<file path="src/verilog/line_pkg.sv">
// Scanline composer types
`default_nettype none

package line_pkg;

    // One pixel, also one host data byte
    typedef logic [7:0] pixel_t;

    // Tile word, two pixels with the low byte first
    typedef logic [15:0] word_t;

    // Tile memory byte address on the host side
    typedef logic [11:0] tile_addr_t;

    // Tile memory word address on the fetch side
    typedef logic [10:0] word_addr_t;

    // Sprite line memory byte address
    typedef logic [7:0] spr_addr_t;

    // Sprite value that lets the background show through
    localparam pixel_t transparent_pix = 8'h00;

    // Fetcher states, shared by both fetch paths
    typedef enum logic {
        fetch_idle,
        fetch_active
    } fetch_state_t;

endpackage

`default_nettype wire

</file>
<file path="src/verilog/spr_fetch.sv">
// Sprite line fetcher
`default_nettype none
`timescale 1ns/1ns

module spr_fetch #(
    parameter int line_pixels = 64
) (
    input  bit                  clka,
    input  bit                  rst,
    input  bit                  line_start,
    input  line_pkg::spr_addr_t spr_base,
    output line_pkg::spr_addr_t spr_rd_addr,
    input  line_pkg::pixel_t    spr_rd_data,
    output line_pkg::pixel_t    spr_pix
);

    localparam int cnt_w = $clog2(line_pixels);
    localparam logic [cnt_w-1:0] last_cnt = cnt_w'(line_pixels - 1);

    line_pkg::fetch_state_t state;
    logic [cnt_w-1:0]       pix_cnt;
    line_pkg::spr_addr_t    next_addr;
    // Line marker, one stage per cycle of RAM latency
    logic iss_valid;
    logic dat_valid;

    always_ff @(posedge clka) begin
        if (rst) begin
            state     <= line_pkg::fetch_idle;
            pix_cnt   <= '0;
            iss_valid <= 1'b0;
            dat_valid <= 1'b0;
        end else begin
            if (state == line_pkg::fetch_idle) begin
                if (line_start) begin
                    state   <= line_pkg::fetch_active;
                    pix_cnt <= '0;
                end
            end else begin
                pix_cnt <= pix_cnt + 1'b1;
                if (pix_cnt == last_cnt) begin
                    state <= line_pkg::fetch_idle;
                end
            end
            iss_valid <= (state == line_pkg::fetch_active);
            dat_valid <= iss_valid;
        end
    end

    // Byte address steps every pixel, wraps at the top
    always_ff @(posedge clka) begin
        if (state == line_pkg::fetch_idle && line_start) begin
            next_addr <= spr_base;
        end else if (state == line_pkg::fetch_active) begin
            spr_rd_addr <= next_addr;
            next_addr   <= next_addr + 1'b1;
        end
    end

    // Transparent between lines
    assign spr_pix = dat_valid ? spr_rd_data : line_pkg::transparent_pix;

endmodule

`default_nettype wire

</file>
<file path="config.mk">
export PLATFORM = sky130hd
export DESIGN_NAME = spr_fetch
export DESIGN_NICKNAME = d
export VERILOG_FILES = /design/src/verilog/line_pkg.sv /design/src/verilog/spr_fetch.sv
export SDC_FILE = /design/constraint.sdc
export NUM_CORES = 1
export LEC_CHECK = 0
export ABC_AREA = 1
export BUFFER_PORTS_ARGS = -buffer_cell sky130_fd_sc_hd__clkbuf_2
export CAP_MARGIN = 20
export CELL_PAD_IN_SITES_DETAIL_PLACEMENT = 0
export CELL_PAD_IN_SITES_GLOBAL_PLACEMENT = 1
export CORE_UTILIZATION = 41
export CTS_BUF_LIST = sky130_fd_sc_hd__clkbuf_4
export DETAILED_ROUTE_END_ITERATION = 7
export PLACE_DENSITY_LB_ADDON = 0.1
export SETUP_SLACK_MARGIN = 0.05
export SYNTH_ARGS = -nofsm -noshare
export SYNTH_HDL_FRONTEND = slang
export SYNTH_SLANG_ARGS = --single-unit
</file>
<file path="constraint.sdc">
create_clock -name clka -period 2.4 [get_ports clka]
set_input_delay 0.12 -clock clka [delete_from_list [all_inputs] [get_ports clka]]
set_output_delay 0.12 -clock clka [all_outputs]
set_load 0.01 [all_outputs]
</file>
## After elaboration in Yosys (flattened, before gate mapping)

Cells that the tools add are included.

| storage, ports and cells | value |
|---|---|
| register bits after elaboration | 25 |
| logic and storage cells | 23 |

| operators by class | value |
|---|---|
| add/sub/neg operators | 2 |
| eq/ne operators | 1 |
| muxes and demuxes | 8 |
| bitwise gates (word level) | 2 |
| reduce and logical (&&, ||, !) cells | 4 |

Operator list:

| cell | count |
|---|---|
| 8-bit two-way mux | 3 |
| 6-bit two-way mux | 2 |
| 8-bit by 1-bit adder with 8-bit output, second input constant | 1 |
| 6-bit by 1-bit adder with 6-bit output, second input constant | 1 |
| 6-bit == test, second input constant | 1 |
| 2-bit nonzero test | 2 |
| 1-bit two-way mux | 3 |
| 1-bit inverter | 2 |
| 2-bit AND reduction | 1 |
| 1-bit logical AND | 1 |

## Longest topological paths before layout

Gate-level depths: netlist of run 1.

| logic depth | value |
|---|---|
| depth in word-level cells | 4 |
| mapped depth | 6 |

## Least setup slack after synthesis of run 1

Ideal clock, no wire load.

| path | value |
|---|---|
| path kind | reg2reg |
| from | register next_addr[0] |
| to | register next_addr[6], data pin |
| library setup time | 253 ps |
| arrival time | 936 ps |
| required time | 2,147 ps |
| path slack | 1,211 ps |
| cell stages (with the launch flop) | 6 |
| path buffers | 0 |
| clock period less this slack | 1,189 ps |
| path through | edfxtp_1 > ha_1 > nand3_1 > o21bai_1 > nand3_1 > nand2_1 |

| between the ends | value |
|---|---|
| longest elaborated chain between the ends | 3 |

RTL lines:

| what | RTL line | RTL |
|---|---|---|
| start: declaration | spr_fetch.sv:22 | `line_pkg::spr_addr_t next_addr;` |
| start signal: assignment | spr_fetch.sv:53 | `next_addr <= spr_base;` |
| start signal: assignment | spr_fetch.sv:56 | `next_addr <= next_addr + 1'b1;` |
| 8-bit by 1-bit adder with 8-bit output | spr_fetch.sv:56 |  |
| 8-bit two-way mux | spr_fetch.sv:54 | `end else if (state == line_pkg::fetch_active) begin` |
| 8-bit two-way mux | spr_fetch.sv:52 | `if (state == line_pkg::fetch_idle && line_start) begin` |

Every way passes these cells. The select of a mux whose other input is x is not followed.
A chain may end at the register's enable or synchronous reset.

## Worst setup path in the final report of run 1

| path | value |
|---|---|
| from | register state |
| to | register next_addr[2], data pin |

| between the ends | value |
|---|---|
| longest elaborated chain between the ends | 3 |

RTL lines:

| what | RTL line | RTL |
|---|---|---|
| start: declaration | spr_fetch.sv:20 | `line_pkg::fetch_state_t state;` |
| start signal: assignment | spr_fetch.sv:29 | `state <= line_pkg::fetch_idle;` |
| start signal: assignment | spr_fetch.sv:36 | `state <= line_pkg::fetch_active;` |
| start signal: assignment | spr_fetch.sv:42 | `state <= line_pkg::fetch_idle;` |
| 1-bit inverter | spr_fetch.sv:52 |  |
| 1-bit logical AND | spr_fetch.sv:52 |  |
| 8-bit two-way mux | spr_fetch.sv:52 |  |

Every way passes these cells.

==> results of run 1 <==
[metal layers]
layer / up-vias / share of wire / routed length, um / GRT usage
met2: 45 / 0.43 / 961 / 0.267
met3: 2 / 0.090 / 202 / 0.0246
met1: 400 / 0.47 / 1070 / 0.244
met5: - / 0 / 0 / 0
met4: 0 / 0.0089 / 20 / 0.0875
li1: 495 / - / - / -
[power groups by stage]
stage               Clock [mW]  Sequential, mW  Combinational (mW)
detailed placement           0           0.585               0.147
global placement             0           0.582               0.143
floorplan                    0           0.575              0.0930
global route             0.206           0.584               0.173
finish                   0.191           0.576               0.146
CTS                      0.195           0.575               0.148
[cell usage after synthesis, drive strengths merged]
cell type  instances
o21bai             2
nand4              1
xnor2              1
nand2             39
o21ai              7
a22oi              2
a21oi              5
nor3               2
nand3              7
dfxtp              9
a31oi              2
clkbuf             2
ha                 2
edfxtp            16
buf                1
nor2              13
inv               20
[flip-flops by register name, summed over array words and instances, names as in the netlist]
signal and count:
next_addr 8, state 1, iss_valid 1, pix_cnt 6, dat_valid 1, spr_rd_addr 8
[cells by family after synthesis]
logic type,after synthesis,share of synthesized area
fa+ha+maj,2,0.0217
compound gates,18,0.0924
xor+xnor,1,0.00761
buf+inv,23,0.0815
flops,25,0.574
simple gates,62,0.223
[worst register-to-register path: stages, from the launching register on]
cell and delay (ns):
dfxtp_1 0.73, inv_2 0.10, nand2_2 0.22, inv_1 0.19
nand2_1 0.09, o21ai_0 0.08
[placed cells by master (no fill, tap or decap)]
| cell | Yosys | final |
|---|---|---|
| a21oi_1 | 4 | 4 |
| a21oi_2 | 1 | 1 |
| a22oi_1 | 2 | 2 |
| a31oi_1 | 2 | 2 |
| clkbuf_2 | 0 | 34 |
| clkbuf_4 | 0 | 3 |
| clkinv_2 | 0 | 1 |
| dfxtp_1 | 9 | 9 |
| edfxtp_1 | 16 | 16 |
| ha_1 | 2 | 2 |
| inv_1 | 19 | 19 |
| inv_2 | 1 | 1 |
| nand2_1 | 38 | 38 |
| nand2_2 | 1 | 1 |
| nand3_1 | 7 | 7 |
| nand4_1 | 1 | 1 |
| nor2_1 | 12 | 12 |
| nor2_2 | 1 | 1 |
| nor3_1 | 1 | 1 |
| nor3_2 | 1 | 1 |
| o21ai_0 | 7 | 7 |
| o21bai_1 | 2 | 2 |
| xnor2_1 | 1 | 1 |
[area by class of cell]
type                            instances  area (um2)
Inverter                               20        75.1
Clock buffer                            3        22.5
Clock inverter                          1        5.00
Multi-Input combinational cell         83         397
Timing Repair Buffer                   34         170
Sequential cell                        25         661
Fill cell                             258        1200
Tap cell                               30        37.5
[worst max path at each step]
stage,from,endpoint,cells past startpoint
6_report,state$_SDFF_PP0_,next_addr[2]$_DFFE_PP_,5
5_1_grt,state$_SDFF_PP0_,next_addr[0]$_DFFE_PP_,5
4_1_cts,state$_SDFF_PP0_,next_addr[2]$_DFFE_PP_,5
3_5_place_dp,state$_SDFF_PP0_,next_addr[2]$_DFFE_PP_,5
3_3_place_gp,state$_SDFF_PP0_,next_addr[2]$_DFFE_PP_,5
2_1_floorplan,next_addr[0]$_DFFE_PP_,next_addr[6]$_DFFE_PP_,5
[stage by stage]
stage          std cells  worst slack [ns]
4_1_cts              196             0.764
3_3_place_gp         192             0.867
2_1_floorplan        131              1.21
3_5_place_dp         192             0.773
6_report             196             0.757
5_1_grt              196             0.542
==> results by group, run 1 <==
Critical path
  – Family with the most delay on the worst path: flip-flops
  – Worst R2R Setup Slack: 0.76 ns
  – Crit-path max FO: 15
  – Crit path cell chain: inv_2 -> nand2_2 -> inv_1 -> nand2_1 -> o21ai_0
  – R2r worst-path depth: 5
  – CP endpoint kind: flip-flop
  – Req. time, crit path: 2.49 ns
  – Worst path bufs/invs: 2
  – Reg-to-Reg End: next_addr[2]$_DFFE_PP_
  – Slowest-stage cell, CP: dfxtp_1
  – Arr. time, crit path: 1.73 ns
  – Critical path launch point type: flip-flop
  – Reg2Reg Launch Point: state$_SDFF_PP0_
  – Crit-path max cell delay: 0.73 ns
  – Critical path class: reg -> reg

Power and ir drop
  – Clock share of power: 0.209
  – Share of power burned in registers: 0.631
  – Combinational power share: 0.160
  – Static leakage: 0.677 nW
  – Tot Pwr: 0.913 mW
  – PwrDens: 668 nW/um2
  – Worst vdd ir: 0.000370 V
  – Pint: 0.650 mW
  – Net Sw Frac: 0.289
  – Psw: 0.264 mW

CTS
  – Clock Tree Buf Depth: 2
  – Post-CTS sizing: 0
  – H-tree levels: 1
  – Clock sink count: 25
  – Reg clk slew, reported paths: 0.14 ns
  – Hold_buf cts: 0
  – TritonCTS clock tree: yes
  – CTS root buffer: clkbuf_4
  – Clock Latency Late Sink: 0.32 ns
  – Setup Buffers After CTS: 0
  – CTS Buf Count: 3

Run
  – Maximum Capacitance Violations: 0

STA
  – Setup TNS: 0 ns
  – Max frequency: 0.609 GHz
  – Final Hold Vio Count: 0
  – Min Tclk post-route: 1.64 ns
  – Min Hold Slack: 0.0422 ns
  – Worst slew pin tran: 0.595 ns
  – RSZ-0062 raised after global routing: no
  – Final worst-path cycle share: 0.685
  – Final slew viol count: 0
  – Worst Clk Skew: 0.00816 ns
  – Worst slew margin: 0.603
  – Final Setup Violations: 0

Layout
  – Nets: 188
  – P&R area growth vs syn: 18.8%
  – Layout cells sized above 1: 0.259
  – Final instance area: 1370 um2
  – Post-layout util: 0.533
  – Ant. Diodes: 0

Floorplanning
  – Core ar.: 2570 um2
  – Die height: 55.0 um
  – Starting density of the core: 0.448
  – Number of I/O pins: 35
  – Die width: 55.0 um
  – # rows: 18
  – Die area: 3020 um2

Drt
  – Drt total wl: 2250 um
  – DR vias: 942
  – DR pass1 iterations: 4
  – DRC Markers: 0
  – 1st-iter DRT viols: 21
  – WL per Instance: 11.5 um
  – Routed Antenna Nets: 0
  – Vias per cell: 4.81

Worst hold path
  – HP Class: in -> reg
  – Worst hold start: rst
  – Worst hold stages: 2
  – Hold EP: state$_SDFF_PP0_

Global routing
  – Gr usage total: 0.176
  – First-pass GRT wire length: 3620 um
  – Largest net degree at the start of global routing: 16
  – Vias in the first global route: 818
  – GRT overflow: 0
  – Initial antenna violation count: 0

Yosys
  – Register area share after synthesis: 0.574
  – Syn Nets: 152
  – Ranking of synthesized cells by area: edfxtp_1, dfxtp_1, nand2_1
  – Post-Syn Instances: 131
  – Area leader, netlist: edfxtp_1
  – Warnings from Yosys: 0
  – Distinct cells, synth: 22
  – Yosys reg bits: 25
  – Post-Syn Area per Cell: 8.79 um2
  – Synth top area share: 0.417
  – Cell Area, Synth: 1150 um2

Placement
  – Post-DP HPWL: 1690 um
  – Port Buffer Count: 34
  – DP Area: 1340 um2
  – Gpl congestion: 0.798

Run status
  – Status: complete, no violations
No activity file was read; power rests on OpenSTA's default activity.
==> inputs of run 2 (changes only) <==
--- a/config.mk
+++ b/config.mk
@@ -10,7 +10,7 @@
 export CAP_MARGIN = 20
 export CELL_PAD_IN_SITES_DETAIL_PLACEMENT = 0
 export CELL_PAD_IN_SITES_GLOBAL_PLACEMENT = 1
-export CORE_UTILIZATION = 41
+export CORE_UTILIZATION = 34
 export CTS_BUF_LIST = sky130_fd_sc_hd__clkbuf_4
 export DETAILED_ROUTE_END_ITERATION = 7
 export PLACE_DENSITY_LB_ADDON = 0.1
==> constraint.sdc (replaced) <==
create_clock -name clka -period 1.5 [get_ports clka]
set_input_delay 0.075 -clock clka [delete_from_list [all_inputs] [get_ports clka]]
set_output_delay 0.075 -clock clka [all_outputs]
set_load 0.01 [all_outputs]
==> run 2 against run 1 <==
Compared with the run above:
- register-to-register slack worse by 0.55 ns
- critical path type unchanged
- clock skew is 0.0073 ns lower
- combinational power up 83%
- largest power group unchanged
==> results by group, run 2 (same netlist as run 1, synthesis figures left out) <==
Critical path
  – Arr. time, crit path: 1.38 ns (was 1.73 ns)
  – Worst R2R Setup Slack: 0.21 ns (was 0.76 ns)
  – R2r worst-path depth: 6 (was 5)
  – CP endpoint kind: flip-flop (unchanged)
  – Critical path class: reg -> reg (unchanged)
  – Req. time, crit path: 1.59 ns (was 2.49 ns)
  – Crit-path max FO: 5 (was 15)
  – Critical path launch point type: flip-flop (unchanged)

STA
  – Max frequency: 0.775 GHz (was 0.609 GHz)
  – Worst slew pin tran: 0.344 ns (was 0.595 ns)
  – Min Hold Slack: 0.0221 ns (was 0.0422 ns)
  – RSZ-0062 raised after global routing: no (unchanged)
  – Setup TNS: 0 ns (unchanged)
  – Final Hold Vio Count: 0 (unchanged)
  – Final Setup Violations: 0 (unchanged)
  – Worst Clk Skew: 0.000892 ns (was 0.00816 ns)
  – Final worst-path cycle share: 0.861 (was 0.685)
  – Worst slew margin: 0.771 (was 0.603)
  – Final slew viol count: 0 (unchanged)
  – Min Tclk post-route: 1.29 ns (was 1.64 ns)

Placement
  – Port Buffer Count: 34 (unchanged)
  – Cells after DPL: 211 (was 192)
  – Post-DP HPWL: 1750 um (was 1690 um)
  – Gpl congestion: 0.713 (was 0.798)

Drt
  – DRC Markers: 0 (unchanged)
  – Vias per cell: 4.39 (was 4.81)
  – Routed Antenna Nets: 0 (unchanged)
  – DR pass1 iterations: 3 (was 4)
  – DR vias: 948 (was 942)
  – 1st-iter DRT viols: 20 (was 21)
  – Drt total wl: 2230 um (was 2250 um)
  – WL per Instance: 10.3 um (was 11.5 um)

CTS
  – Clock Tree Buf Depth: 2 (unchanged)
  – Hold_buf cts: 1 (was 0)
  – Reg clk slew, reported paths: 0.13 ns (was 0.14 ns)
  – Clock sink count: 25 (unchanged)
  – CTS Buf Count: 3 (unchanged)
  – H-tree levels: 1 (unchanged)
  – CTS root buffer: clkbuf_4 (unchanged)
  – TritonCTS clock tree: yes (unchanged)
  – Post-CTS sizing: 0 (unchanged)
  – Clock Latency Late Sink: 0.31 ns (was 0.32 ns)
  – Setup Buffers After CTS: 0 (unchanged)

Floorplanning
  – Number of I/O pins: 35 (unchanged)
  – # rows: 20 (was 18)
  – Die area: 3620 um2 (was 3020 um2)
  – Die width: 60.2 um (was 55.0 um)
  – Starting density of the core: 0.368 (was 0.448)
  – Core ar.: 3130 um2 (was 2570 um2)
  – Die height: 60.2 um (was 55.0 um)

Global routing
  – Largest net degree at the start of global routing: 14 (was 16)
  – First-pass GRT wire length: 3550 um (was 3620 um)
  – Vias in the first global route: 860 (was 818)
  – Gr usage total: 0.136 (was 0.176)
  – Initial antenna violation count: 0 (unchanged)
  – GRT overflow: 0 (unchanged)

Power and ir drop
  – Tot Pwr: 1.48 mW (was 0.913 mW)
  – Static leakage: 0.706 nW (was 0.677 nW)
  – Worst vdd ir: 0.000588 V (was 0.000370 V)
  – PwrDens: 1030 nW/um2 (was 668 nW/um2)

Layout
  – P&R area growth vs syn: 24.7% (was 18.8%)
  – Ant. Diodes: 0 (unchanged)
  – Fin cells: 216 (was 196)
  – Registers with the most flip-flops: next_addr: 8 flops, spr_rd_addr: 8 flops, pix_cnt: 6 flops (unchanged)
  – Most common cell after layout, fill and taps aside: nand2_1 (unchanged)
  – Post-layout util: 0.459 (was 0.533)
  – Commonest cells after routing, fill and taps aside: nand2_1, clkbuf_2, inv_1 (unchanged)
  – Nets: 194 (was 188)
  – Layout cells sized above 1: 0.279 (was 0.259)

Run status
  – Status: complete, no violations (unchanged)

Worst hold path
  – Worst hold stages: 3 (was 2)
  – HP Class: in -> reg (unchanged)

Run
  – Maximum Capacitance Violations: 0 (unchanged)
-- run 2: stage by stage --
| step | setup WS, ns | instance area [um2] |
|---|---|---|
| detailed placement | 0.221 | 1400 |
| finish | 0.209 | 1440 |
| global placement | 0.257 | 1400 |
| floorplan | 0.311 | 1150 |
| global route | 0.100 | 1440 |
| CTS | 0.207 | 1440 |
-- run 2: critical path: stages, from the launching register on --
cell and delay (ns):
edfxtp_1 0.43, ha_1 0.23, nand3_1 0.13, nor2_1 0.11
nand2_1 0.05, nand3_1 0.07, nand2_1 0.04
-- run 2: report_power, final --
group | switching (mW) | internal [mW] | total (mW)
clock | 0.192 | 0.122 | 0.314
sequential | 0.0638 | 0.840 | 0.904
combinational | 0.148 | 0.119 | 0.267
-- run 2: final timing paths --
check	from	to
setup / recovery	next_addr[0]$_DFFE_PP_	next_addr[6]$_DFFE_PP_
hold / removal	spr_base[1]	next_addr[1]$_DFFE_PP_
setup reg to reg	next_addr[0]$_DFFE_PP_	next_addr[6]$_DFFE_PP_
hold reg to reg	iss_valid$_SDFF_PP0_	dat_valid$_SDFF_PP0_
-- run 2: routing by layer --
metal	wire length, um	vias up	global-route usage
met5	0	-	0
met3	110	2	0.0216
met4	24	0	0.0731
met1	1080	413	0.163
li1	-	507	-
met2	1020	26	0.232
-- run 2: area by class of cell --
class,instances,area (um2)
Multi-Input combinational cell,83,397
Clock buffer,4,30.0
Timing Repair Buffer,40,218
Fill cell,322,1690
Inverter,20,75.1
Sequential cell,25,661
Tap cell,44,55.1
==> inputs of run 3 (changes only) <==
--- a/config.mk
+++ b/config.mk
@@ -10,6 +10,7 @@
 export CAP_MARGIN = 20
 export CELL_PAD_IN_SITES_DETAIL_PLACEMENT = 0
 export CELL_PAD_IN_SITES_GLOBAL_PLACEMENT = 1
+export CORE_MARGIN = 2
 export CORE_UTILIZATION = 34
 export CTS_BUF_LIST = sky130_fd_sc_hd__clkbuf_4
 export DETAILED_ROUTE_END_ITERATION = 7
==> run 3 against run 2 <==
Compared with the run above:
- clock skew grew 0.0055 ns
- die area rose by 6.8%
- flip-flop and latch count unchanged
- global-route usage shrank 1.3 points
- cell count up 0.46%
- non-clock buffer count is 1 lower
- via count fell by 3.3%
- maximum frequency decreased by 1.9%
- utilization fell by 2.3 points
- largest cell class unchanged
- highest routed layer unchanged
==> results by group, run 3 (same netlist as run 1, synthesis figures left out) <==
Run status
  – Status: complete, no violations (unchanged)

Power and ir drop
  – Clock share of power: 0.210 (was 0.212)
  – Worst vdd ir: 0.000452 V (was 0.000588 V)
  – Pint: 1.05 mW (was 1.08 mW)
  – Static leakage: 0.699 nW (was 0.706 nW)
  – Share of power burned in registers: 0.617 (was 0.609)
  – Tot Pwr: 1.47 mW (was 1.48 mW)
  – Psw: 0.418 mW (was 0.404 mW)
  – Net Sw Frac: 0.285 (was 0.272)
  – Combinational power share: 0.172 (was 0.180)
  – PwrDens: 1030 nW/um2 (about the same)

Critical path
  – CP endpoint kind: flip-flop (unchanged)
  – Crit path cell chain: ha_1 -> nand3_1 -> nor2_1 -> nand2_1 -> nand3_1 -> nand2_1 (unchanged)
  – Family with the most delay on the worst path: flip-flops (unchanged)
  – Arr. time, crit path: 1.41 ns (was 1.38 ns)
  – Critical path launch point type: flip-flop (unchanged)
  – Slowest-stage cell, CP: edfxtp_1 (unchanged)
  – Crit-path max cell delay: 0.45 ns (was 0.43 ns)
  – Crit-path max FO: 5 (unchanged)
  – Critical path class: reg -> reg (unchanged)
  – Req. time, crit path: 1.60 ns (was 1.59 ns)
  – Worst path bufs/invs: 0 (unchanged)

Global routing
  – Largest net degree at the start of global routing: 15 (was 14)
  – GRT overflow: 0 (unchanged)
  – Vias in the first global route: 848 (was 860)
  – Initial antenna violation count: 0 (unchanged)
  – Gr usage total: 0.123 (was 0.136)
  – First-pass GRT wire length: 3820 um (was 3550 um)

Layout
  – Registers with the most flip-flops: next_addr: 8 flops, spr_rd_addr: 8 flops, pix_cnt: 6 flops (unchanged)
  – P&R area growth vs syn: 24.2% (was 24.7%)
  – Post-layout util: 0.435 (was 0.459)
  – Ant. Diodes: 0 (unchanged)
  – Nets: 193 (was 194)
  – Commonest cells after routing, fill and taps aside: nand2_1, clkbuf_2, inv_1 (unchanged)
  – Layout cells sized above 1: 0.269 (was 0.279)
  – Most common cell after layout, fill and taps aside: nand2_1 (unchanged)

STA
  – Worst slew pin tran: 0.358 ns (was 0.344 ns)
  – Max frequency: 0.760 GHz (was 0.775 GHz)
  – Final worst-path cycle share: 0.877 (was 0.861)
  – Fin worst setup slack: 0.184 ns (was 0.209 ns)
  – Final Setup Violations: 0 (unchanged)
  – Setup TNS: 0 ns (unchanged)
  – Worst Clk Skew: 0.00635 ns (was 0.000892 ns)
  – Worst slew margin: 0.761 (was 0.771)
  – Min Tclk post-route: 1.32 ns (was 1.29 ns)
  – RSZ-0062 raised after global routing: no (unchanged)
  – Final slew viol count: 0 (unchanged)
  – Final Hold Vio Count: 0 (unchanged)

Drt
  – Drt total wl: 2180 um (was 2230 um)
  – DR pass1 iterations: 4 (was 3)
  – 1st-iter DRT viols: 32 (was 20)
  – Vias per cell: 4.23 (was 4.39)
  – DR vias: 917 (was 948)
  – DRC Markers: 0 (unchanged)
  – WL per Instance: 10.0 um (was 10.3 um)
  – Routed Antenna Nets: 0 (unchanged)

Floorplanning
  – Core ar.: 3280 um2 (was 3130 um2)
  – Number of I/O pins: 35 (unchanged)
  – Die width: 62.2 um (was 60.2 um)
  – # rows: 21 (was 20)
  – Die area: 3870 um2 (was 3620 um2)
  – Starting density of the core: 0.350 (was 0.368)
  – Die height: 62.2 um (was 60.2 um)

Placement
  – Pre-CTS setup slack: 0.198 ns (was 0.221 ns)
  – Gpl congestion: 0.703 (was 0.713)
  – Post-DP HPWL: 1680 um (was 1750 um)
  – Port Buffer Count: 34 (unchanged)

CTS
  – Clock Tree Buf Depth: 2 (unchanged)
  – Reg clk slew, reported paths: 0.14 ns (was 0.13 ns)
  – Clock Latency Late Sink: 0.32 ns (was 0.31 ns)
  – H-tree levels: 1 (unchanged)
  – TritonCTS clock tree: yes (unchanged)
  – Setup Buffers After CTS: 0 (unchanged)
  – CTS Buf Count: 3 (unchanged)
  – Clock sink count: 25 (unchanged)
  – CTS root buffer: clkbuf_4 (unchanged)

Worst hold path
  – HP Class: in -> reg (unchanged)

Run
  – Maximum Capacitance Violations: 0 (unchanged)
## run 3: cell types whose count changed in the layout (fill, tap and decap cells not counted)
cell,delta
dlygate4sd3_1,+1
clkbuf_4,-1
buf_4,-2
clkinv_2,+1
## run 3: area by class of cell
cell class | instances | area (um2)
repair buffers | 39 | 213
well taps | 46 | 57.6
fillers | 336 | 1850
clock buffers | 3 | 22.5
multi-input cells | 83 | 397
clock inverters | 1 | 5.00
inverters | 20 | 75.1
flip-flops and latches | 25 | 661
## run 3: worst paths after layout
kind | depth (start not counted) | from | slack, ns | to
max | 6 | next_addr[0]$_DFFE_PP_ | 0.18 | next_addr[6]$_DFFE_PP_
min | 3 | spr_base[5] | 0.007 | next_addr[5]$_DFFE_PP_
max reg2reg | 6 | next_addr[0]$_DFFE_PP_ | 0.18 | next_addr[6]$_DFFE_PP_
min reg2reg | 2 | iss_valid$_SDFF_PP0_ | 0.41 | dat_valid$_SDFF_PP0_
## run 3: power groups by stage
stage               clock [mW]  sequential [mW]  combinational, mW
floorplan                    0            0.920              0.149
global placement             0            0.920              0.254
detailed placement           0            0.924              0.253
CTS                      0.320            0.908              0.258
global route             0.355            0.920              0.294
finish                   0.309            0.907              0.254
## run 3: worst reg2reg max path: cells and delay by family, from the launching register on
| family | cells | cell delay, ns |
|---|---|---|
| and+or+nand+nor | 5 | 0.42 |
| adders and majority gates | 1 | 0.23 |
| DFF | 1 | 0.45 |
## run 3: per-stage QoR
stage,instance area [um2],cells,hold WS [ns]
3_5_place_dp,1380,211,0.341
3_3_place_gp,1380,211,0.344
4_1_cts,1430,217,0.00513
2_1_floorplan,1150,131,0.144
5_1_grt,1430,217,0.00173
6_report,1430,217,0.00732
## run 3: layer usage
metal | GRT usage | up-vias | wire [um]
met4 | 0.0583 | 0 | 51
met3 | 0.0217 | 5 | 122
met2 | 0.177 | 35 | 864
li1 | - | 503 | -
met5 | 0 | - | 0
met1 | 0.179 | 374 | 1140
## run 3: repair_timing
item | 4_1_cts | 5_1_grt
hold endpoints to repair | 5 | 0
resized for setup | 0 | 0
endpoints found under the setup margin | 0 | 0
hold buffers | 2 | 0
